`src/design/ps2_defs.svh`:
```
// PS/2 receiver constants for frame format, special scan codes and watchdog length
`ifndef PS2_DEFS_SVH
`define PS2_DEFS_SVH

// Start bit, 8 data bits, parity and stop bit
`define PS2_FRAME_BITS      11

// Scan codes handled outside the ASCII table
`define PS2_RELEASE_CODE    8'hf0
`define PS2_LEFT_SHIFT      8'h12
`define PS2_RIGHT_SHIFT     8'h59

// Idle clock high time that aborts a frame, about 60 us at 50 MHz
`define PS2_WATCHDOG_CYCLES 2950
`define PS2_WATCHDOG_BITS   12

// Full stop for keys without a table entry
`define PS2_UNMAPPED_ASCII  8'h2e

`endif

```
`src/design/ps2_pkg.sv`:
```
// Shared types for the PS/2 keyboard receiver
package ps2_pkg;

  typedef logic [7:0] scan_code_t;  // One byte from the keyboard
  typedef logic [7:0] ascii_t;      // Translated character

  // Synchronized levels of the two keyboard lines
  typedef struct packed {
    logic clk;   // Keyboard clock level
    logic data;  // Keyboard data level
  } ps2_line_t;

  // One decoded key as seen by the host
  typedef struct packed {
    logic       released;  // Code followed an F0 prefix
    scan_code_t code;      // Raw scan code
    ascii_t     ascii;     // Character with shift applied
  } ps2_key_event_t;

endpackage

```
`src/design/ps2_rx_fsm.sv`:
```
// PS/2 line synchronizer and receive FSM that marks keyboard clock edges
module ps2_rx_fsm
  import ps2_pkg::*;
(
  input  logic      clk,
  input  logic      reset,
  input  logic      ps2_clk_i,
  input  logic      ps2_data_i,
  input  logic      expired_i,   // Watchdog ran out
  output ps2_line_t line_o,      // Registered line levels
  output logic      timer_en_o,
  output logic      shift_o,     // Take a bit on a falling edge
  output logic      abort_o      // Drop the partial frame
);

  typedef enum logic [1:0] {
    ST_CLK_H,
    ST_FALL_MARK,
    ST_CLK_L,
    ST_RISE_MARK
  } state_t;

  state_t state;
  state_t next_state;

  // Lines idle high, so reset to that level to avoid a false edge
  always_ff @(posedge clk)
  begin
    if (reset)
      line_o <= '1;
    else
      line_o <= '{clk: ps2_clk_i, data: ps2_data_i};
  end

  always_ff @(posedge clk)
  begin
    if (reset)
      state <= ST_CLK_H;
    else
      state <= next_state;
  end

  always_comb
  begin
    next_state = state;
    case (state)
      ST_CLK_H:
      begin
        if (!line_o.clk)
          next_state = ST_FALL_MARK;  // Keyboard pulled clock low
      end
      ST_FALL_MARK: next_state = ST_CLK_L;  // One cycle only
      ST_CLK_L:
      begin
        if (line_o.clk)
          next_state = ST_RISE_MARK;
      end
      ST_RISE_MARK: next_state = ST_CLK_H;
      default:      next_state = ST_CLK_H;
    endcase
  end

  // Watchdog runs only in the steady states
  assign timer_en_o = (state == ST_CLK_H) || (state == ST_CLK_L);
  assign shift_o    = (state == ST_FALL_MARK);
  assign abort_o    = (state == ST_CLK_H) && line_o.clk && expired_i;  // Stalled mid-frame

  // Watchdog restarts at every edge marker
  a_watchdog_restart: assert property (@(posedge clk) disable iff (reset)
    !timer_en_o |=> !expired_i);

endmodule

```
`src/design/ps2_watchdog_timer.sv`:
```
// Watchdog counter that flags a PS/2 clock held steady too long
`include "ps2_defs.svh"

module ps2_watchdog_timer #(
  parameter int CYCLES = `PS2_WATCHDOG_CYCLES
) (
  input  logic clk,
  input  logic reset,
  input  logic enable_i,   // High in steady clock states
  output logic expired_o   // Level, held while enabled
);

  localparam logic [`PS2_WATCHDOG_BITS-1:0] LAST_COUNT = `PS2_WATCHDOG_BITS'(CYCLES - 1);

  logic [`PS2_WATCHDOG_BITS-1:0] count;

  // Restarts at every clock edge marker
  always_ff @(posedge clk)
  begin
    if (reset || !enable_i)
      count <= '0;
    else if (!expired_o)
      count <= count + 1'b1;  // Saturates at the last count
  end

  assign expired_o = (count == LAST_COUNT);

endmodule

```
`src/design/ps2_frame_shifter.sv`:
```
// Shift register and bit counter assembling one 11-bit PS/2 frame
`include "ps2_defs.svh"

module ps2_frame_shifter
  import ps2_pkg::*;
(
  input  logic       clk,
  input  logic       reset,
  input  ps2_line_t  line_i,
  input  logic       shift_i,       // One pulse per falling edge
  input  logic       abort_i,       // Watchdog abort
  output logic       frame_done_o,  // One cycle at full count
  output scan_code_t code_o
);

  localparam int CNT_BITS = $clog2(`PS2_FRAME_BITS + 1);

  logic [`PS2_FRAME_BITS-1:0] frame_q;   // LSB first, so the start bit ends in bit 0
  logic [CNT_BITS-1:0]        bit_count;

  // Newest bit enters at the top
  always_ff @(posedge clk)
  begin
    if (shift_i)
      frame_q <= {line_i.data, frame_q[`PS2_FRAME_BITS-1:1]};
  end

  always_ff @(posedge clk)
  begin
    if (reset || frame_done_o || abort_i)
      bit_count <= '0;  // Ready for next start bit
    else if (shift_i)
      bit_count <= bit_count + 1'b1;
  end

  assign frame_done_o = (bit_count == CNT_BITS'(`PS2_FRAME_BITS));
  assign code_o       = frame_q[8:1];  // Skip start bit, drop parity and stop

  // Count must clear before another falling edge arrives
  a_count_range: assert property (@(posedge clk) disable iff (reset)
    shift_i |-> bit_count < CNT_BITS'(`PS2_FRAME_BITS));

endmodule

```
`src/design/ps2_ascii_map.sv`:
```
// Scan code to ASCII lookup for letters, digits and a few control keys
`include "ps2_defs.svh"

module ps2_ascii_map
  import ps2_pkg::*;
(
  input  scan_code_t code_i,
  input  logic       shift_i,  // Either shift key held
  output ascii_t     ascii_o
);

  ascii_t base;       // Unshifted character
  logic   is_letter;

  always_comb
  begin
    case (code_i)
      8'h29:   base = 8'h20;  // Space
      8'h5a:   base = 8'h0d;  // Enter gives carriage return
      8'h66:   base = 8'h08;  // Backspace
      8'h76:   base = 8'h1b;  // Escape
      8'h45:   base = 8'h30;  // 0
      8'h16:   base = 8'h31;  // 1
      8'h1e:   base = 8'h32;  // 2
      8'h26:   base = 8'h33;  // 3
      8'h25:   base = 8'h34;  // 4
      8'h2e:   base = 8'h35;  // 5
      8'h36:   base = 8'h36;  // 6
      8'h3d:   base = 8'h37;  // 7
      8'h3e:   base = 8'h38;  // 8
      8'h46:   base = 8'h39;  // 9
      8'h1c:   base = 8'h61;  // a
      8'h32:   base = 8'h62;  // b
      8'h21:   base = 8'h63;  // c
      8'h23:   base = 8'h64;  // d
      8'h24:   base = 8'h65;  // e
      8'h2b:   base = 8'h66;  // f
      8'h34:   base = 8'h67;  // g
      8'h33:   base = 8'h68;  // h
      8'h43:   base = 8'h69;  // i
      8'h3b:   base = 8'h6a;  // j
      8'h42:   base = 8'h6b;  // k
      8'h4b:   base = 8'h6c;  // l
      8'h3a:   base = 8'h6d;  // m
      8'h31:   base = 8'h6e;  // n
      8'h44:   base = 8'h6f;  // o
      8'h4d:   base = 8'h70;  // p
      8'h15:   base = 8'h71;  // q
      8'h2d:   base = 8'h72;  // r
      8'h1b:   base = 8'h73;  // s
      8'h2c:   base = 8'h74;  // t
      8'h3c:   base = 8'h75;  // u
      8'h2a:   base = 8'h76;  // v
      8'h1d:   base = 8'h77;  // w
      8'h22:   base = 8'h78;  // x
      8'h35:   base = 8'h79;  // y
      8'h1a:   base = 8'h7a;  // z
      default: base = `PS2_UNMAPPED_ASCII;
    endcase
  end

  // Only letters react to shift, digits stay as they are
  assign is_letter = (base >= 8'h61) && (base <= 8'h7a);

  // Upper case sits 0x20 below lower case
  assign ascii_o = (shift_i && is_letter) ? base - 8'h20 : base;

endmodule

```
`src/design/ps2_key_tracker.sv`:
```
// Release prefix, shift key state and host output register with ready level
`include "ps2_defs.svh"

module ps2_key_tracker
  import ps2_pkg::*;
(
  input  logic           clk,
  input  logic           reset,
  input  logic           frame_done_i,  // Full frame in the shifter
  input  scan_code_t     code_i,
  input  logic           read_i,        // Host acknowledge pulse
  output ps2_key_event_t key_o,
  output logic           shift_on_o,
  output logic           ready_o
);

  logic   is_release;      // F0 prefix just arrived
  logic   key_strobe;      // Any other code, produces output
  logic   release_pending;
  logic   left_shift;
  logic   right_shift;
  ascii_t ascii;

  assign is_release = frame_done_i && (code_i == `PS2_RELEASE_CODE);
  assign key_strobe = frame_done_i && !is_release;

  // Translation uses the shift state from before this frame
  ps2_ascii_map i_ascii_map (
    .code_i  (code_i),
    .shift_i (shift_on_o),
    .ascii_o (ascii)
  );

  always_ff @(posedge clk)
  begin
    if (reset || key_strobe)
      release_pending <= 1'b0;  // Consumed by the next key
    else if (is_release)
      release_pending <= 1'b1;
  end

  // Press sets, release clears
  always_ff @(posedge clk)
  begin
    if (reset)
    begin
      left_shift  <= 1'b0;
      right_shift <= 1'b0;
    end
    else if (key_strobe)
    begin
      if (code_i == `PS2_LEFT_SHIFT)
        left_shift <= !release_pending;
      if (code_i == `PS2_RIGHT_SHIFT)
        right_shift <= !release_pending;
    end
  end

  assign shift_on_o = left_shift || right_shift;

  // New key overwrites an unread one
  always_ff @(posedge clk)
  begin
    if (reset)
      key_o <= '0;
    else if (key_strobe)
      key_o <= '{released: release_pending, code: code_i, ascii: ascii};
  end

  always_ff @(posedge clk)
  begin
    if (reset)
      ready_o <= 1'b0;
    else if (key_strobe)
      ready_o <= 1'b1;  // Wins over a read in the same cycle
    else if (read_i)
      ready_o <= 1'b0;
  end

  // Each frame is handed over once
  a_single_frame: assert property (@(posedge clk) disable iff (reset)
    frame_done_i |=> !frame_done_i);

endmodule

```
`src/design/ps2_keyboard_rx.sv`:
```
// PS/2 keyboard receiver top level from line sampling to decoded key output
module ps2_keyboard_rx
  import ps2_pkg::*;
(
  input  logic           clk,
  input  logic           reset,
  input  logic           ps2_clk_i,   // Asynchronous, idle high
  input  logic           ps2_data_i,  // Asynchronous, idle high
  input  logic           read_i,
  output ps2_key_event_t key_o,
  output logic           shift_on_o,
  output logic           ready_o
);

  ps2_line_t  line;
  logic       timer_en;
  logic       expired;
  logic       shift;
  logic       abort;
  logic       frame_done;
  scan_code_t code;

  ps2_rx_fsm i_rx_fsm (
    .clk        (clk),
    .reset      (reset),
    .ps2_clk_i  (ps2_clk_i),
    .ps2_data_i (ps2_data_i),
    .expired_i  (expired),
    .line_o     (line),
    .timer_en_o (timer_en),
    .shift_o    (shift),
    .abort_o    (abort)
  );

  ps2_watchdog_timer i_watchdog_timer (
    .clk       (clk),
    .reset     (reset),
    .enable_i  (timer_en),
    .expired_o (expired)
  );

  ps2_frame_shifter i_frame_shifter (
    .clk          (clk),
    .reset        (reset),
    .line_i       (line),
    .shift_i      (shift),
    .abort_i      (abort),
    .frame_done_o (frame_done),
    .code_o       (code)
  );

  ps2_key_tracker i_key_tracker (
    .clk          (clk),
    .reset        (reset),
    .frame_done_i (frame_done),
    .code_i       (code),
    .read_i       (read_i),
    .key_o        (key_o),
    .shift_on_o   (shift_on_o),
    .ready_o      (ready_o)
  );

endmodule

```
`config.mk`:
```
export PLATFORM = sky130hd
export DESIGN_NAME = ps2_keyboard_rx
export DESIGN_NICKNAME = d
export VERILOG_FILES = /design/src/design/ps2_pkg.sv /design/src/design/ps2_rx_fsm.sv /design/src/design/ps2_watchdog_timer.sv /design/src/design/ps2_frame_shifter.sv /design/src/design/ps2_ascii_map.sv /design/src/design/ps2_key_tracker.sv /design/src/design/ps2_keyboard_rx.sv
export VERILOG_INCLUDE_DIRS = /design/src /design/src/design
export SDC_FILE = /design/constraint.sdc
export NUM_CORES = 1
export LEC_CHECK = 0
export BUFFER_PORTS_ARGS = -buffer_cell sky130_fd_sc_hd__buf_2
export CAP_MARGIN = 10
export CORE_ASPECT_RATIO = 1.75
export CORE_MARGIN = 8
export CORE_UTILIZATION = 38
export CTS_BUF_LIST = sky130_fd_sc_hd__clkbuf_8 sky130_fd_sc_hd__clkbuf_16
export DETAILED_ROUTE_END_ITERATION = 16
export MAX_ROUTING_LAYER = met4
export PLACE_DENSITY = 0.61
export REMOVE_ABC_BUFFERS = 1
export SKIP_CTS_REPAIR_TIMING = 1
export SYNTH_ARGS = -nofsm -noshare
export SYNTH_HDL_FRONTEND = slang
export SYNTH_SLANG_ARGS = --single-unit
```
`constraint.sdc`:
```
create_clock -name clk -period 5.1 [get_ports clk]
set_input_delay 0.51 -clock clk [delete_from_list [all_inputs] [get_ports clk]]
set_output_delay 0.51 -clock clk [all_outputs]
set_load 0.05 [all_outputs]
```
==> results of run 1 <==
==> worst max path at each step <==
stage	startpoint	end	slack [ps]
finish	i_rx_fsm.state[1]	flip-flop	1780
global route	i_rx_fsm.state[1]	flip-flop	1600
CTS	i_rx_fsm.state[1]	flip-flop	1820
detailed placement	i_rx_fsm.state[1]	flip-flop	1810
global placement	i_rx_fsm.state[1]	flip-flop	1880
floorplan	i_rx_fsm.state[1]	flip-flop	1450
==> cells by family (layout without fill, tap and decap cells) <==
| kind of cell | Yosys count | in the layout | share of synthesized area (%) |
|---|---|---|---|
| buffers and inverters | 47 | 59 | 7.19 |
| muxes | 17 | 17 | 5.40 |
| DFF | 58 | 58 | 34.0 |
| adders and majority gates | 17 | 17 | 5.74 |
| and+or+nand+nor | 169 | 169 | 23.3 |
| xor gates and xnor gates | 12 | 12 | 2.84 |
| AOI/OAI and AO/OA | 110 | 110 | 21.5 |
==> layout make-up <==
class	count	area, um2
flip-flops and latches	58	1260
clock buffers	11	253
fillers	946	5360
inverters	15	56.3
well taps	122	153
clock inverters	5	52.6
multi-input cells	325	2180
repair buffers	28	153
==> worst max-delay path, delay by kind of cell (launching register included) <==
kind / cells / cell delay [ps]
AO/OA/AOI/OAI: 4 / 1040
adder cells (fa/ha/maj): 2 / 620
buffers and inverters: 3 / 650
flip-flops: 1 / 310
multiplexers: 1 / 440
AND/OR/NAND/NOR: 1 / 160
==> routing by layer <==
metal	vias up	GRT usage (%)	wire length (um)
li1	1570	-	-
met1	1568	15.5	4000
met2	111	27.2	5330
met3	39	3.18	410
met4	0	13.1	587
met5	-	-	0
==> power by group <==
part	switching [mW]	internal [mW]	total, mW
logic	0.762	0.459	1.22
clock network	0.209	0.401	0.610
registers	0.137	0.555	0.692
total	1.11	1.42	2.52
==> placed cells by master (no fill, tap or decap), types with 8 or more instances in the layout <==
master and n:
nand3_1 14, buf_2 23, nor2_1 43, clkbuf_16 9, dfxtp_1 48, a211oi_1 14
ha_1 17, nand2_1 41, edfxtp_1 10, o21ai_0 9, xor2_1 8, inv_1 11
mux2i_1 9, nor3_1 16, a21oi_1 32
==> metrics by stage <==
step,cells,cell area [um2],hold WS (ps),utilization [%],power (mW)
final,564,4110,362,43.4,2.52
after global routing,564,4110,371,43.4,2.66
after CTS,564,4110,352,43.4,2.51
after detailed placement,548,3800,392,40.1,1.89
after global placement,548,3800,386,40.1,1.89
after floorplan,398,3490,386,-,1.53
==> metrics.txt, run 1 <==
# TYPE chip_impl_metric gauge
chip_impl_metric{name="cts_made_buffers",unit=""} 9
chip_impl_info{name="worst-setup-path-type",value="reg2reg"} 1
chip_impl_metric{name="worst_ep_arrival_time",unit="ps"} 3570
chip_impl_metric{name="n_antenna_cell",unit=""} 0
chip_impl_info{name="worst_hold_path_type",value="in2reg"} 1
chip_impl_info{name="critical_path.endpoint_type",value="flip-flop"} 1
chip_impl_metric{name="report.final.setup_viol",unit=""} 0
chip_impl_info{name="tritoncts",value="yes"} 1
chip_impl_metric{name="ys_ff_latch",unit=""} 58
chip_impl_metric{name="avgSynthCellArea",unit="um2"} 8.62
chip_impl_metric{name="slew_headroom",unit="%"} 33.8
chip_impl_metric{name="worstPathRequired",unit="ps"} 5350
chip_impl_metric{name="dr.pass1.iters",unit=""} 5
chip_impl_metric{name="area_grow_syn2layout",unit="%"} 10.8
chip_impl_metric{name="max_cap_violations",unit=""} 0
chip_impl_info{name="synth_most_common_cell",value="dfxtp_1"} 1
chip_impl_metric{name="synthesis.yosys.warnings",unit=""} 0
chip_impl_metric{name="vias",unit=""} 3288
chip_impl_metric{name="power.ir.vdd_worst",unit="mV"} 0.197
chip_impl_metric{name="io_pins",unit=""} 24
chip_impl_metric{name="drt-wirelength-per-cell",unit="um"} 18.3
chip_impl_metric{name="ys_seq_area_share",unit="%"} 34.0
chip_impl_metric{name="grt_usage",unit="%"} 16.0
chip_impl_info{name="status",value="finished clean"} 1
chip_impl_metric{name="drt_first_iter_violations",unit=""} 365
chip_impl_metric{name="die_width",unit="um"} 90.6
chip_impl_info{name="cpMaxStageDelayCell",value="o41ai_1"} 1
chip_impl_metric{name="worst_clock_skew",unit="ps"} 5.68
chip_impl_info{name="ys_dominant_reg_cell",value="dfxtp_1"} 1
chip_impl_info{name="post_synth_main_area_contributors",value="dfxtp_1 26%, edfxtp_1 8.1%, ha_1 5.7%"} 1
chip_impl_info{name="crit_path_start_kind",value="flip-flop"} 1
chip_impl_metric{name="grt_antenna_before_repair",unit=""} 0
chip_impl_metric{name="die_area",unit="um2"} 13300
chip_impl_metric{name="pin_count_of_the_biggest_net_entering_global_routing",unit=""} 41
chip_impl_metric{name="timing.critical_path.slowest_cell_delay",unit="ps"} 660
chip_impl_metric{name="pre_cts_slack",unit="ps"} 1810
chip_impl_metric{name="finalSetupTns",unit="ps"} 0
chip_impl_metric{name="path_clk_slew",unit="ps"} 50
chip_impl_metric{name="numPortBuffers",unit=""} 23
chip_impl_metric{name="cellLeakagePower",unit="nW"} 1.50
chip_impl_metric{name="worstPathMaxFanout",unit=""} 40
chip_impl_metric{name="clock_sink_count",unit=""} 58
chip_impl_metric{name="post-synth-top-area-fraction",unit="%"} 25.9
chip_impl_metric{name="htreeDepth",unit=""} 3
chip_impl_metric{name="synthesis.area",unit="um2"} 3700
chip_impl_info{name="min_from",value="ps2_data_i"} 1
chip_impl_metric{name="initial_core_util",unit="%"} 39.1
chip_impl_metric{name="globalRouteOverflowTotal",unit=""} 0
chip_impl_metric{name="netlist_instances",unit=""} 430
chip_impl_info{name="clockRootBuffer",value="clkbuf_16"} 1
chip_impl_metric{name="antenna_violating_nets_post_route",unit=""} 0
chip_impl_metric{name="hold_violations",unit=""} 0
chip_impl_metric{name="floorplan.rows",unit=""} 47
chip_impl_metric{name="measured_slew_at_the_worst_slew_check_pin",unit="ps"} 993
chip_impl_metric{name="finalCritPeriodShare",unit="%"} 65.1
chip_impl_metric{name="ys_types",unit=""} 69
chip_impl_info{name="post_synth_most_frequent_cells",value="48 x dfxtp_1, 43 x nor2_1, 41 x nand2_1"} 1
chip_impl_metric{name="post-route-min-period",unit="ps"} 3320
chip_impl_metric{name="dp_hpwl",unit="um"} 7340
chip_impl_metric{name="hold_path_depth",unit=""} 2
chip_impl_metric{name="fin_ws",unit="ps"} 1780
chip_impl_metric{name="first_global_vias",unit=""} 3211
chip_impl_metric{name="clk_lat_worst_skew",unit="ps"} 330
chip_impl_metric{name="async_set_or_reset_register_ratio_after_synthesis",unit="%"} 0
chip_impl_metric{name="ff2ff_setup_slack",unit="ps"} 1780
chip_impl_metric{name="drcViolationCount",unit=""} 0
chip_impl_metric{name="die_height",unit="um"} 147
chip_impl_info{name="rsz0062_at_grt",value="no"} 1
chip_impl_metric{name="grt_first_pass_wirelength",unit="um"} 16600
chip_impl_metric{name="clock.fmax",unit="GHz"} 0.301
chip_impl_metric{name="fin_nets",unit=""} 459
chip_impl_metric{name="synth_enable_flop_cells",unit=""} 10
chip_impl_info{name="timing.rr.start",value="i_rx_fsm.state[1]"} 1
chip_impl_metric{name="worst_r2r_path_depth",unit=""} 11
chip_impl_metric{name="core-area",unit="um2"} 9470
chip_impl_metric{name="cts_buffer_depth",unit=""} 2
chip_impl_info{name="post-synth-top-area-cell",value="dfxtp_1"} 1
chip_impl_metric{name="avgViaCountPerCell",unit=""} 5.83
chip_impl_info{name="cp_cell_sequence",value="inv_1, ha_1, buf_4, mux2i_2, inv_1, ha_1, nand2b_1, a221oi_2, o41ai_1, o211ai_1, o211ai_1"} 1
chip_impl_metric{name="globalplace.congestion",unit=""} 1.00
chip_impl_info{name="hold_path_end",value="i_rx_fsm.line_o[0]"} 1
chip_impl_metric{name="p_per_area",unit="nW/um2"} 615
chip_impl_metric{name="drive_above_1_share",unit="%"} 15.8
chip_impl_metric{name="maxSlewViolCount",unit=""} 0
chip_impl_metric{name="drt-total-wl",unit="um"} 10300
Power figures use the tool's default switching activity.
==> run 2, diff against run 1 <==
--- a/config.mk
+++ b/config.mk
@@ -6,6 +6,7 @@
 export SDC_FILE = /design/constraint.sdc
 export NUM_CORES = 1
 export LEC_CHECK = 0
+export ABC_AREA = 1
 export BUFFER_PORTS_ARGS = -buffer_cell sky130_fd_sc_hd__buf_2
 export CAP_MARGIN = 10
 export CORE_ASPECT_RATIO = 1.75
@@ -14,7 +15,7 @@
 export CTS_BUF_LIST = sky130_fd_sc_hd__clkbuf_8 sky130_fd_sc_hd__clkbuf_16
 export DETAILED_ROUTE_END_ITERATION = 16
 export MAX_ROUTING_LAYER = met4
-export PLACE_DENSITY = 0.61
+export PLACE_DENSITY = 0.62
 export REMOVE_ABC_BUFFERS = 1
 export SKIP_CTS_REPAIR_TIMING = 1
 export SYNTH_ARGS = -nofsm -noshare
==> constraint.sdc (replaced) <==
create_clock -name clk -period 3.3 [get_ports clk]
set_input_delay 0.33 -clock clk [delete_from_list [all_inputs] [get_ports clk]]
set_output_delay 0.33 -clock clk [all_outputs]
set_load 0.05 [all_outputs]
==> metrics.txt, run 2 <==
# TYPE chip_impl_metric gauge
chip_impl_info{name="status",value="finished clean"} 1
chip_impl_metric{name="final.fill_count",unit=""} 828
chip_impl_metric{name="grtUsageMet2",unit="%"} 26.2
chip_impl_info{name="post_synth_most_frequent_cells",value="115 x nand2_1, 51 x inv_1, 48 x dfxtp_1"} 1
chip_impl_metric{name="antenna_violating_nets_post_route",unit=""} 0
chip_impl_info{name="post-synth-top-area-cell",value="dfxtp_1"} 1
chip_impl_metric{name="path_clk_slew",unit="ps"} 50
chip_impl_metric{name="pin_count_of_the_biggest_net_entering_global_routing",unit=""} 18
chip_impl_metric{name="first_global_vias",unit=""} 2839
chip_impl_metric{name="drive_above_1_share",unit="%"} 13.9
chip_impl_metric{name="drt-total-wl",unit="um"} 7930
chip_impl_metric{name="dp_hpwl",unit="um"} 6210
chip_impl_metric{name="finalCritPeriodShare",unit="%"} 76.4
chip_impl_metric{name="avgSynthCellArea",unit="um2"} 7.34
chip_impl_metric{name="io_pins",unit=""} 24
chip_impl_info{name="crit_path_start_kind",value="flip-flop"} 1
chip_impl_metric{name="dr.pass1.iters",unit=""} 6
chip_impl_metric{name="clock_sink_count",unit=""} 58
chip_impl_metric{name="area_grow_syn2layout",unit="%"} 13.9
chip_impl_metric{name="die_height",unit="um"} 137
chip_impl_metric{name="async_set_or_reset_register_ratio_after_synthesis",unit="%"} 0
chip_impl_info{name="ys_dominant_reg_cell",value="dfxtp_1"} 1
chip_impl_metric{name="cts_buffer_depth",unit=""} 2
chip_impl_info{name="critPathLaunch",value="i_rx_fsm.state[1]"} 1
chip_impl_metric{name="floorplan.rows",unit=""} 44
chip_impl_metric{name="worst_clock_skew",unit="ps"} 7.73
chip_impl_metric{name="clk_lat_worst_skew",unit="ps"} 330
chip_impl_metric{name="max_cap_violations",unit=""} 0
chip_impl_metric{name="cts_made_buffers",unit=""} 9
chip_impl_metric{name="netlist_instances",unit=""} 435
chip_impl_metric{name="power.ir.vdd_worst",unit="mV"} 0.373
chip_impl_metric{name="drt-wirelength-per-cell",unit="um"} 14.2
chip_impl_metric{name="grt_use_met1",unit="%"} 13.7
chip_impl_metric{name="post-synth-top-area-fraction",unit="%"} 30.1
chip_impl_info{name="timing.critical_path.mode_cell",value="nand2_1"} 1
chip_impl_metric{name="ys_ff_latch",unit=""} 58
chip_impl_metric{name="ys_seq_area_share",unit="%"} 39.5
chip_impl_metric{name="synthesis.area",unit="um2"} 3190
chip_impl_metric{name="numPortBuffers",unit=""} 23
chip_impl_metric{name="vias",unit=""} 2885
chip_impl_metric{name="n_antenna_cell",unit=""} 0
chip_impl_metric{name="hold_violations",unit=""} 0
chip_impl_info{name="worst_hold_path_type",value="in2reg"} 1
chip_impl_metric{name="synthesis.yosys.warnings",unit=""} 0
chip_impl_metric{name="maxSlewViolCount",unit=""} 0
chip_impl_info{name="cp_cell_sequence",value="inv_1, ha_1, o21ai_0, ha_1, nand2_1, nand2_1, nand2_1, nand2_1, nand2_1, nand2_1, nand2_1, nand2_1, o21ai_1"} 1
chip_impl_metric{name="globalRouteOverflowTotal",unit=""} 0
chip_impl_info{name="post_synth_main_area_contributors",value="dfxtp_1 30%, nand2_1 14%, edfxtp_1 9.4%"} 1
chip_impl_metric{name="htreeDepth",unit=""} 3
chip_impl_metric{name="die_area",unit="um2"} 11700
chip_impl_info{name="cpMaxStageDelayCell",value="o21ai_0"} 1
chip_impl_metric{name="clock.fmax",unit="GHz"} 0.397
chip_impl_metric{name="worst_ep_arrival_time",unit="ps"} 2730
chip_impl_info{name="rsz0062_at_grt",value="no"} 1
chip_impl_info{name="min_from",value="ps2_data_i"} 1
chip_impl_metric{name="synth_enable_flop_cells",unit=""} 10
chip_impl_metric{name="finalCoreUtilization",unit="%"} 44.0
chip_impl_info{name="worst-setup-path-type",value="reg2reg"} 1
chip_impl_metric{name="fin_nets",unit=""} 483
chip_impl_metric{name="ys_types",unit=""} 33
chip_impl_metric{name="power.total",unit="mW"} 3.20
chip_impl_metric{name="timing.critical_path.slowest_cell_delay",unit="ps"} 560
chip_impl_info{name="synth_most_common_cell",value="nand2_1"} 1
chip_impl_metric{name="grt_usage",unit="%"} 14.6
chip_impl_metric{name="use_met3",unit="%"} 2.51
chip_impl_info{name="most_common_cell_after_layout_fill_and_taps_aside",value="nand2_1"} 1
chip_impl_metric{name="grt_antenna_before_repair",unit=""} 0
chip_impl_info{name="critical_path.endpoint_type",value="flip-flop"} 1
chip_impl_metric{name="drt_first_iter_violations",unit=""} 145
chip_impl_metric{name="globalplace.congestion",unit=""} 0.909
chip_impl_metric{name="initial_core_util",unit="%"} 38.7
chip_impl_metric{name="cellLeakagePower",unit="nW"} 1.65
chip_impl_metric{name="finalSetupTns",unit="ps"} 0
chip_impl_info{name="grt-busiest-layer",value="met2"} 1
chip_impl_metric{name="report.final.setup_viol",unit=""} 0
chip_impl_metric{name="p_per_area",unit="nW/um2"} 879
chip_impl_metric{name="drcViolationCount",unit=""} 0
chip_impl_metric{name="avgViaCountPerCell",unit=""} 5.17
chip_impl_metric{name="grt_first_pass_wirelength",unit="um"} 13100
chip_impl_metric{name="worstPathRequired",unit="ps"} 3510
chip_impl_metric{name="worstPathMaxFanout",unit=""} 14
chip_impl_metric{name="slew_headroom",unit="%"} 60.3
chip_impl_metric{name="measured_slew_at_the_worst_slew_check_pin",unit="ps"} 589
chip_impl_info{name="clockRootBuffer",value="clkbuf_16"} 1
chip_impl_info{name="tritoncts",value="yes"} 1
chip_impl_metric{name="post-route-min-period",unit="ps"} 2520
chip_impl_info{name="timing.rr.start",value="i_rx_fsm.state[1]"} 1
chip_impl_metric{name="die_width",unit="um"} 85.3
chip_impl_metric{name="core-area",unit="um2"} 8260
chip_impl_info{name="commonest_cells_after_routing_fill_and_taps_aside",value="115 x nand2_1, 54 x inv_1, 48 x dfxtp_1, 35 x nor2_1, 30 x o21ai_0"} 1
run 2: routing by layer:
| layer | part of all wire, % | wire (um) |
|---|---|---|
| met5 | 0 | 0 |
| met4 | 5.5 | 433 |
| met3 | 2.4 | 194 |
| met2 | 53 | 4230 |
| met1 | 39 | 3070 |
run 2: per-stage QoR:
step	std cells	hold slack (ps)	cell area, um2	worst slack (ps)
after floorplan	426	386	3110	932
after global placement	542	406	3350	869
after detailed placement	542	406	3350	823
after CTS	558	178	3640	815
after global routing	558	182	3640	557
final	558	185	3640	778
run 2: critical path: cells and delay by family, from the launching register on:
kind	cells	cell delay, ps
AO/OA/AOI/OAI	2	620
buffers and inverters	1	80
AND/OR/NAND/NOR	8	680
flip-flops	1	320
adder cells (fa/ha/maj)	2	690
run 2: power breakdown:
part / internal (mW) / switching, mW / total [mW]
sequential: 0.848 / 0.0878 / 0.936
combinational: 0.420 / 0.954 / 1.37
clock: 0.591 / 0.296 / 0.887
run 2: cell families after synthesis:
family	count (synthesis)	share of synthesized area, %
fa+ha+maj	17	6.66
buf+inv	65	9.25
mux	1	0.313
flops	58	39.5
compound gates	78	14.5
xor+xnor	4	1.10
simple gates	212	28.6
run 2: area by class of cell:
type / instances / area, um2 / area share [%]
multi-input cells: 312 / 1640 / 45.0
flip-flops and latches: 58 / 1260 / 34.7
clock buffers: 10 / 239 / 6.57
inverters: 56 / 210 / 5.78
repair buffers: 24 / 123 / 3.37
well taps: 92 / 115 / 3.17
clock inverters: 6 / 51.3 / 1.41
run 2: final timing paths:
path	slack, ps	cells past startpoint	end
worst max-delay path	780	13	flip-flop
worst min-delay path	190	2	i_rx_fsm.line_o[0]
worst max register to register	780	13	flip-flop
worst min register to register	420	0	i_frame_shifter.frame_q[9]
==> run 3, diff against run 2 <==
--- a/config.mk
+++ b/config.mk
@@ -15,7 +15,7 @@
 export CTS_BUF_LIST = sky130_fd_sc_hd__clkbuf_8 sky130_fd_sc_hd__clkbuf_16
 export DETAILED_ROUTE_END_ITERATION = 16
 export MAX_ROUTING_LAYER = met4
-export PLACE_DENSITY = 0.62
+export PLACE_DENSITY = 0.64
 export REMOVE_ABC_BUFFERS = 1
 export SKIP_CTS_REPAIR_TIMING = 1
 export SYNTH_ARGS = -nofsm -noshare
==> constraint.sdc (replaced) <==
create_clock -name clk -period 2.3 [get_ports clk]
set_input_delay 0.23 -clock clk [delete_from_list [all_inputs] [get_ports clk]]
set_output_delay 0.23 -clock clk [all_outputs]
set_load 0.05 [all_outputs]
==> metrics.txt, run 3 (same netlist as run 2, synthesis figures left out) <==
# TYPE chip_impl_metric gauge
chip_impl_info{name="status",value="finished clean"} 1
chip_impl_metric{name="cts_made_buffers",unit=""} 9
chip_impl_metric{name="power.total",unit="mW"} 4.75
chip_impl_metric{name="dp_hpwl",unit="um"} 6270
chip_impl_metric{name="clock_sink_count",unit=""} 58
chip_impl_info{name="crit_family",value="simple AND/OR/NAND/NOR gates"} 1
chip_impl_info{name="rsz0062_at_grt",value="no"} 1
chip_impl_info{name="most_common_cell_after_layout_fill_and_taps_aside",value="nand2_1"} 1
chip_impl_metric{name="power.ir.vdd_worst",unit="mV"} 0.471
chip_impl_metric{name="drcViolationCount",unit=""} 0
chip_impl_metric{name="final.fill_count",unit=""} 833
chip_impl_metric{name="finalNonFillerCells",unit=""} 565
chip_impl_metric{name="finalCritPeriodShare",unit="%"} 90.9
chip_impl_metric{name="core-area",unit="um2"} 8260
chip_impl_metric{name="slew_headroom",unit="%"} 69.2
chip_impl_metric{name="vias",unit=""} 2890
chip_impl_metric{name="die_height",unit="um"} 137
chip_impl_metric{name="n_antenna_cell",unit=""} 0
chip_impl_metric{name="fin_nets",unit=""} 490
chip_impl_info{name="timing.critical_path.mode_cell",value="nand2_1"} 1
chip_impl_metric{name="measured_slew_at_the_worst_slew_check_pin",unit="ps"} 462
chip_impl_metric{name="antenna_violating_nets_post_route",unit=""} 0
chip_impl_metric{name="drt_first_iter_violations",unit=""} 129
chip_impl_metric{name="drt-total-wl",unit="um"} 8070
chip_impl_info{name="worst_hold_path_type",value="in2reg"} 1
chip_impl_metric{name="clock.fmax",unit="GHz"} 0.478
chip_impl_info{name="commonest_cells_after_routing_fill_and_taps_aside",value="115 x nand2_1, 52 x inv_1, 48 x dfxtp_1, 35 x nor2_1, 30 x o21ai_0"} 1
chip_impl_metric{name="initial_core_util",unit="%"} 38.7
chip_impl_metric{name="globalplace.congestion",unit=""} 0.976
chip_impl_metric{name="worstPathMaxFanout",unit=""} 8
chip_impl_metric{name="die_area",unit="um2"} 11700
chip_impl_info{name="crit_path_start_kind",value="flip-flop"} 1
chip_impl_metric{name="grt_usage",unit="%"} 14.9
chip_impl_metric{name="io_pins",unit=""} 24
chip_impl_metric{name="path_clk_slew",unit="ps"} 50
chip_impl_metric{name="critical_path_buf_inv_count",unit=""} 2
chip_impl_metric{name="hold_violations",unit=""} 0
chip_impl_metric{name="cellLeakagePower",unit="nW"} 1.68
chip_impl_metric{name="worst_clock_skew",unit="ps"} 5.79
chip_impl_metric{name="cts_buffer_depth",unit=""} 2
chip_impl_metric{name="die_width",unit="um"} 85.3
chip_impl_metric{name="worst_ep_arrival_time",unit="ps"} 2350
chip_impl_info{name="cpMaxStageDelayCell",value="ha_1"} 1
chip_impl_metric{name="worstPathRequired",unit="ps"} 2560
chip_impl_metric{name="clk_lat_worst_skew",unit="ps"} 320
chip_impl_metric{name="dr.pass1.iters",unit=""} 5
chip_impl_metric{name="avgViaCountPerCell",unit=""} 5.12
chip_impl_metric{name="htreeDepth",unit=""} 3
chip_impl_metric{name="drt-wirelength-per-cell",unit="um"} 14.3
chip_impl_metric{name="area_grow_syn2layout",unit="%"} 16.1
chip_impl_metric{name="grt_antenna_before_repair",unit=""} 0
chip_impl_metric{name="first_global_vias",unit=""} 2850
chip_impl_metric{name="pin_count_of_the_biggest_net_entering_global_routing",unit=""} 18
chip_impl_metric{name="drive_above_1_share",unit="%"} 15.6
chip_impl_metric{name="timing.critical_path.slowest_cell_delay",unit="ps"} 320
chip_impl_metric{name="max_cap_violations",unit=""} 0
chip_impl_info{name="worst-setup-path-type",value="reg2reg"} 1
chip_impl_metric{name="maxSlewViolCount",unit=""} 0
chip_impl_metric{name="grt_first_pass_wirelength",unit="um"} 13400
chip_impl_info{name="tritoncts",value="yes"} 1
chip_impl_info{name="clockRootBuffer",value="clkbuf_16"} 1
chip_impl_metric{name="floorplan.rows",unit=""} 44
chip_impl_metric{name="p_per_area",unit="nW/um2"} 1280
chip_impl_metric{name="place.detailed.instances",unit=""} 549
chip_impl_metric{name="globalRouteOverflowTotal",unit=""} 0
chip_impl_metric{name="numPortBuffers",unit=""} 23
chip_impl_metric{name="report.final.setup_viol",unit=""} 0
chip_impl_info{name="critical_path.endpoint_type",value="flip-flop"} 1
chip_impl_info{name="cp_cell_sequence",value="inv_1, ha_1, o21ai_0, buf_4, ha_1, nand2_1, nand2_1, nor3_1, nor2_1, nand2_1, nand2_1, o21ai_2"} 1
chip_impl_metric{name="post-route-min-period",unit="ps"} 2090
-- run 3: cell types whose count changed in the layout (fill, tap and decap cells not counted) --
cell        change
clkinvlp_4      +1
clkbuf_16       +2
buf_4           +7
inv_1           -2
bufinv_16       -1
-- run 3: where the power goes --
| part | internal, mW | switching, mW | total (mW) |
|---|---|---|---|
| clock network | 0.880 | 0.445 | 1.33 |
| registers | 1.22 | 0.135 | 1.35 |
| logic | 0.683 | 1.39 | 2.07 |
-- run 3: area by class of cell --
class,count,area (um2),share of cell area (%)
sequential,58,1260,34.0
tap,92,115,3.10
clock inverter,4,21.3,0.574
clock buffer,12,289,7.79
multi-input combinational,312,1640,44.1
timing repair buffer,31,175,4.72
inverter,56,210,5.67
-- run 3: per-layer routing --
metal	GRT usage, %	up-vias	wire length [um]
li1	-	1482	-
met2	27.9	69	4490
met5	-	-	0
met4	9.61	0	234
met3	2.69	18	237
met1	13.6	1321	3110
-- run 3: through the flow --
stage | hold WS (ps) | area, um2 | utilization (%) | worst slack, ps | TNS [ps]
after global routing | 81.8 | 3710 | 44.9 | 23.3 | 0
after CTS | 72.6 | 3710 | 44.9 | 220 | 0
final | 85.2 | 3710 | 44.9 | 210 | 0
after global placement | 406 | 3400 | 41.2 | 289 | 0
after detailed placement | 410 | 3400 | 41.2 | 236 | 0
after floorplan | 309 | 3110 | - | -68.3 | -187
-- run 3: worst paths after layout --
| check | cells after the start | slack, ps | to | from |
|---|---|---|---|---|
| worst max-delay path | 12 | 210 | flip-flop | i_rx_fsm.state[1] |
| worst min-delay path | 2 | 90 | i_rx_fsm.line_o[0] | ps2_data_i |
| worst max register to register | 12 | 210 | flip-flop | i_rx_fsm.state[1] |
| worst min register to register | 0 | 430 | i_frame_shifter.frame_q[8] | i_frame_shifter.frame_q[9] |
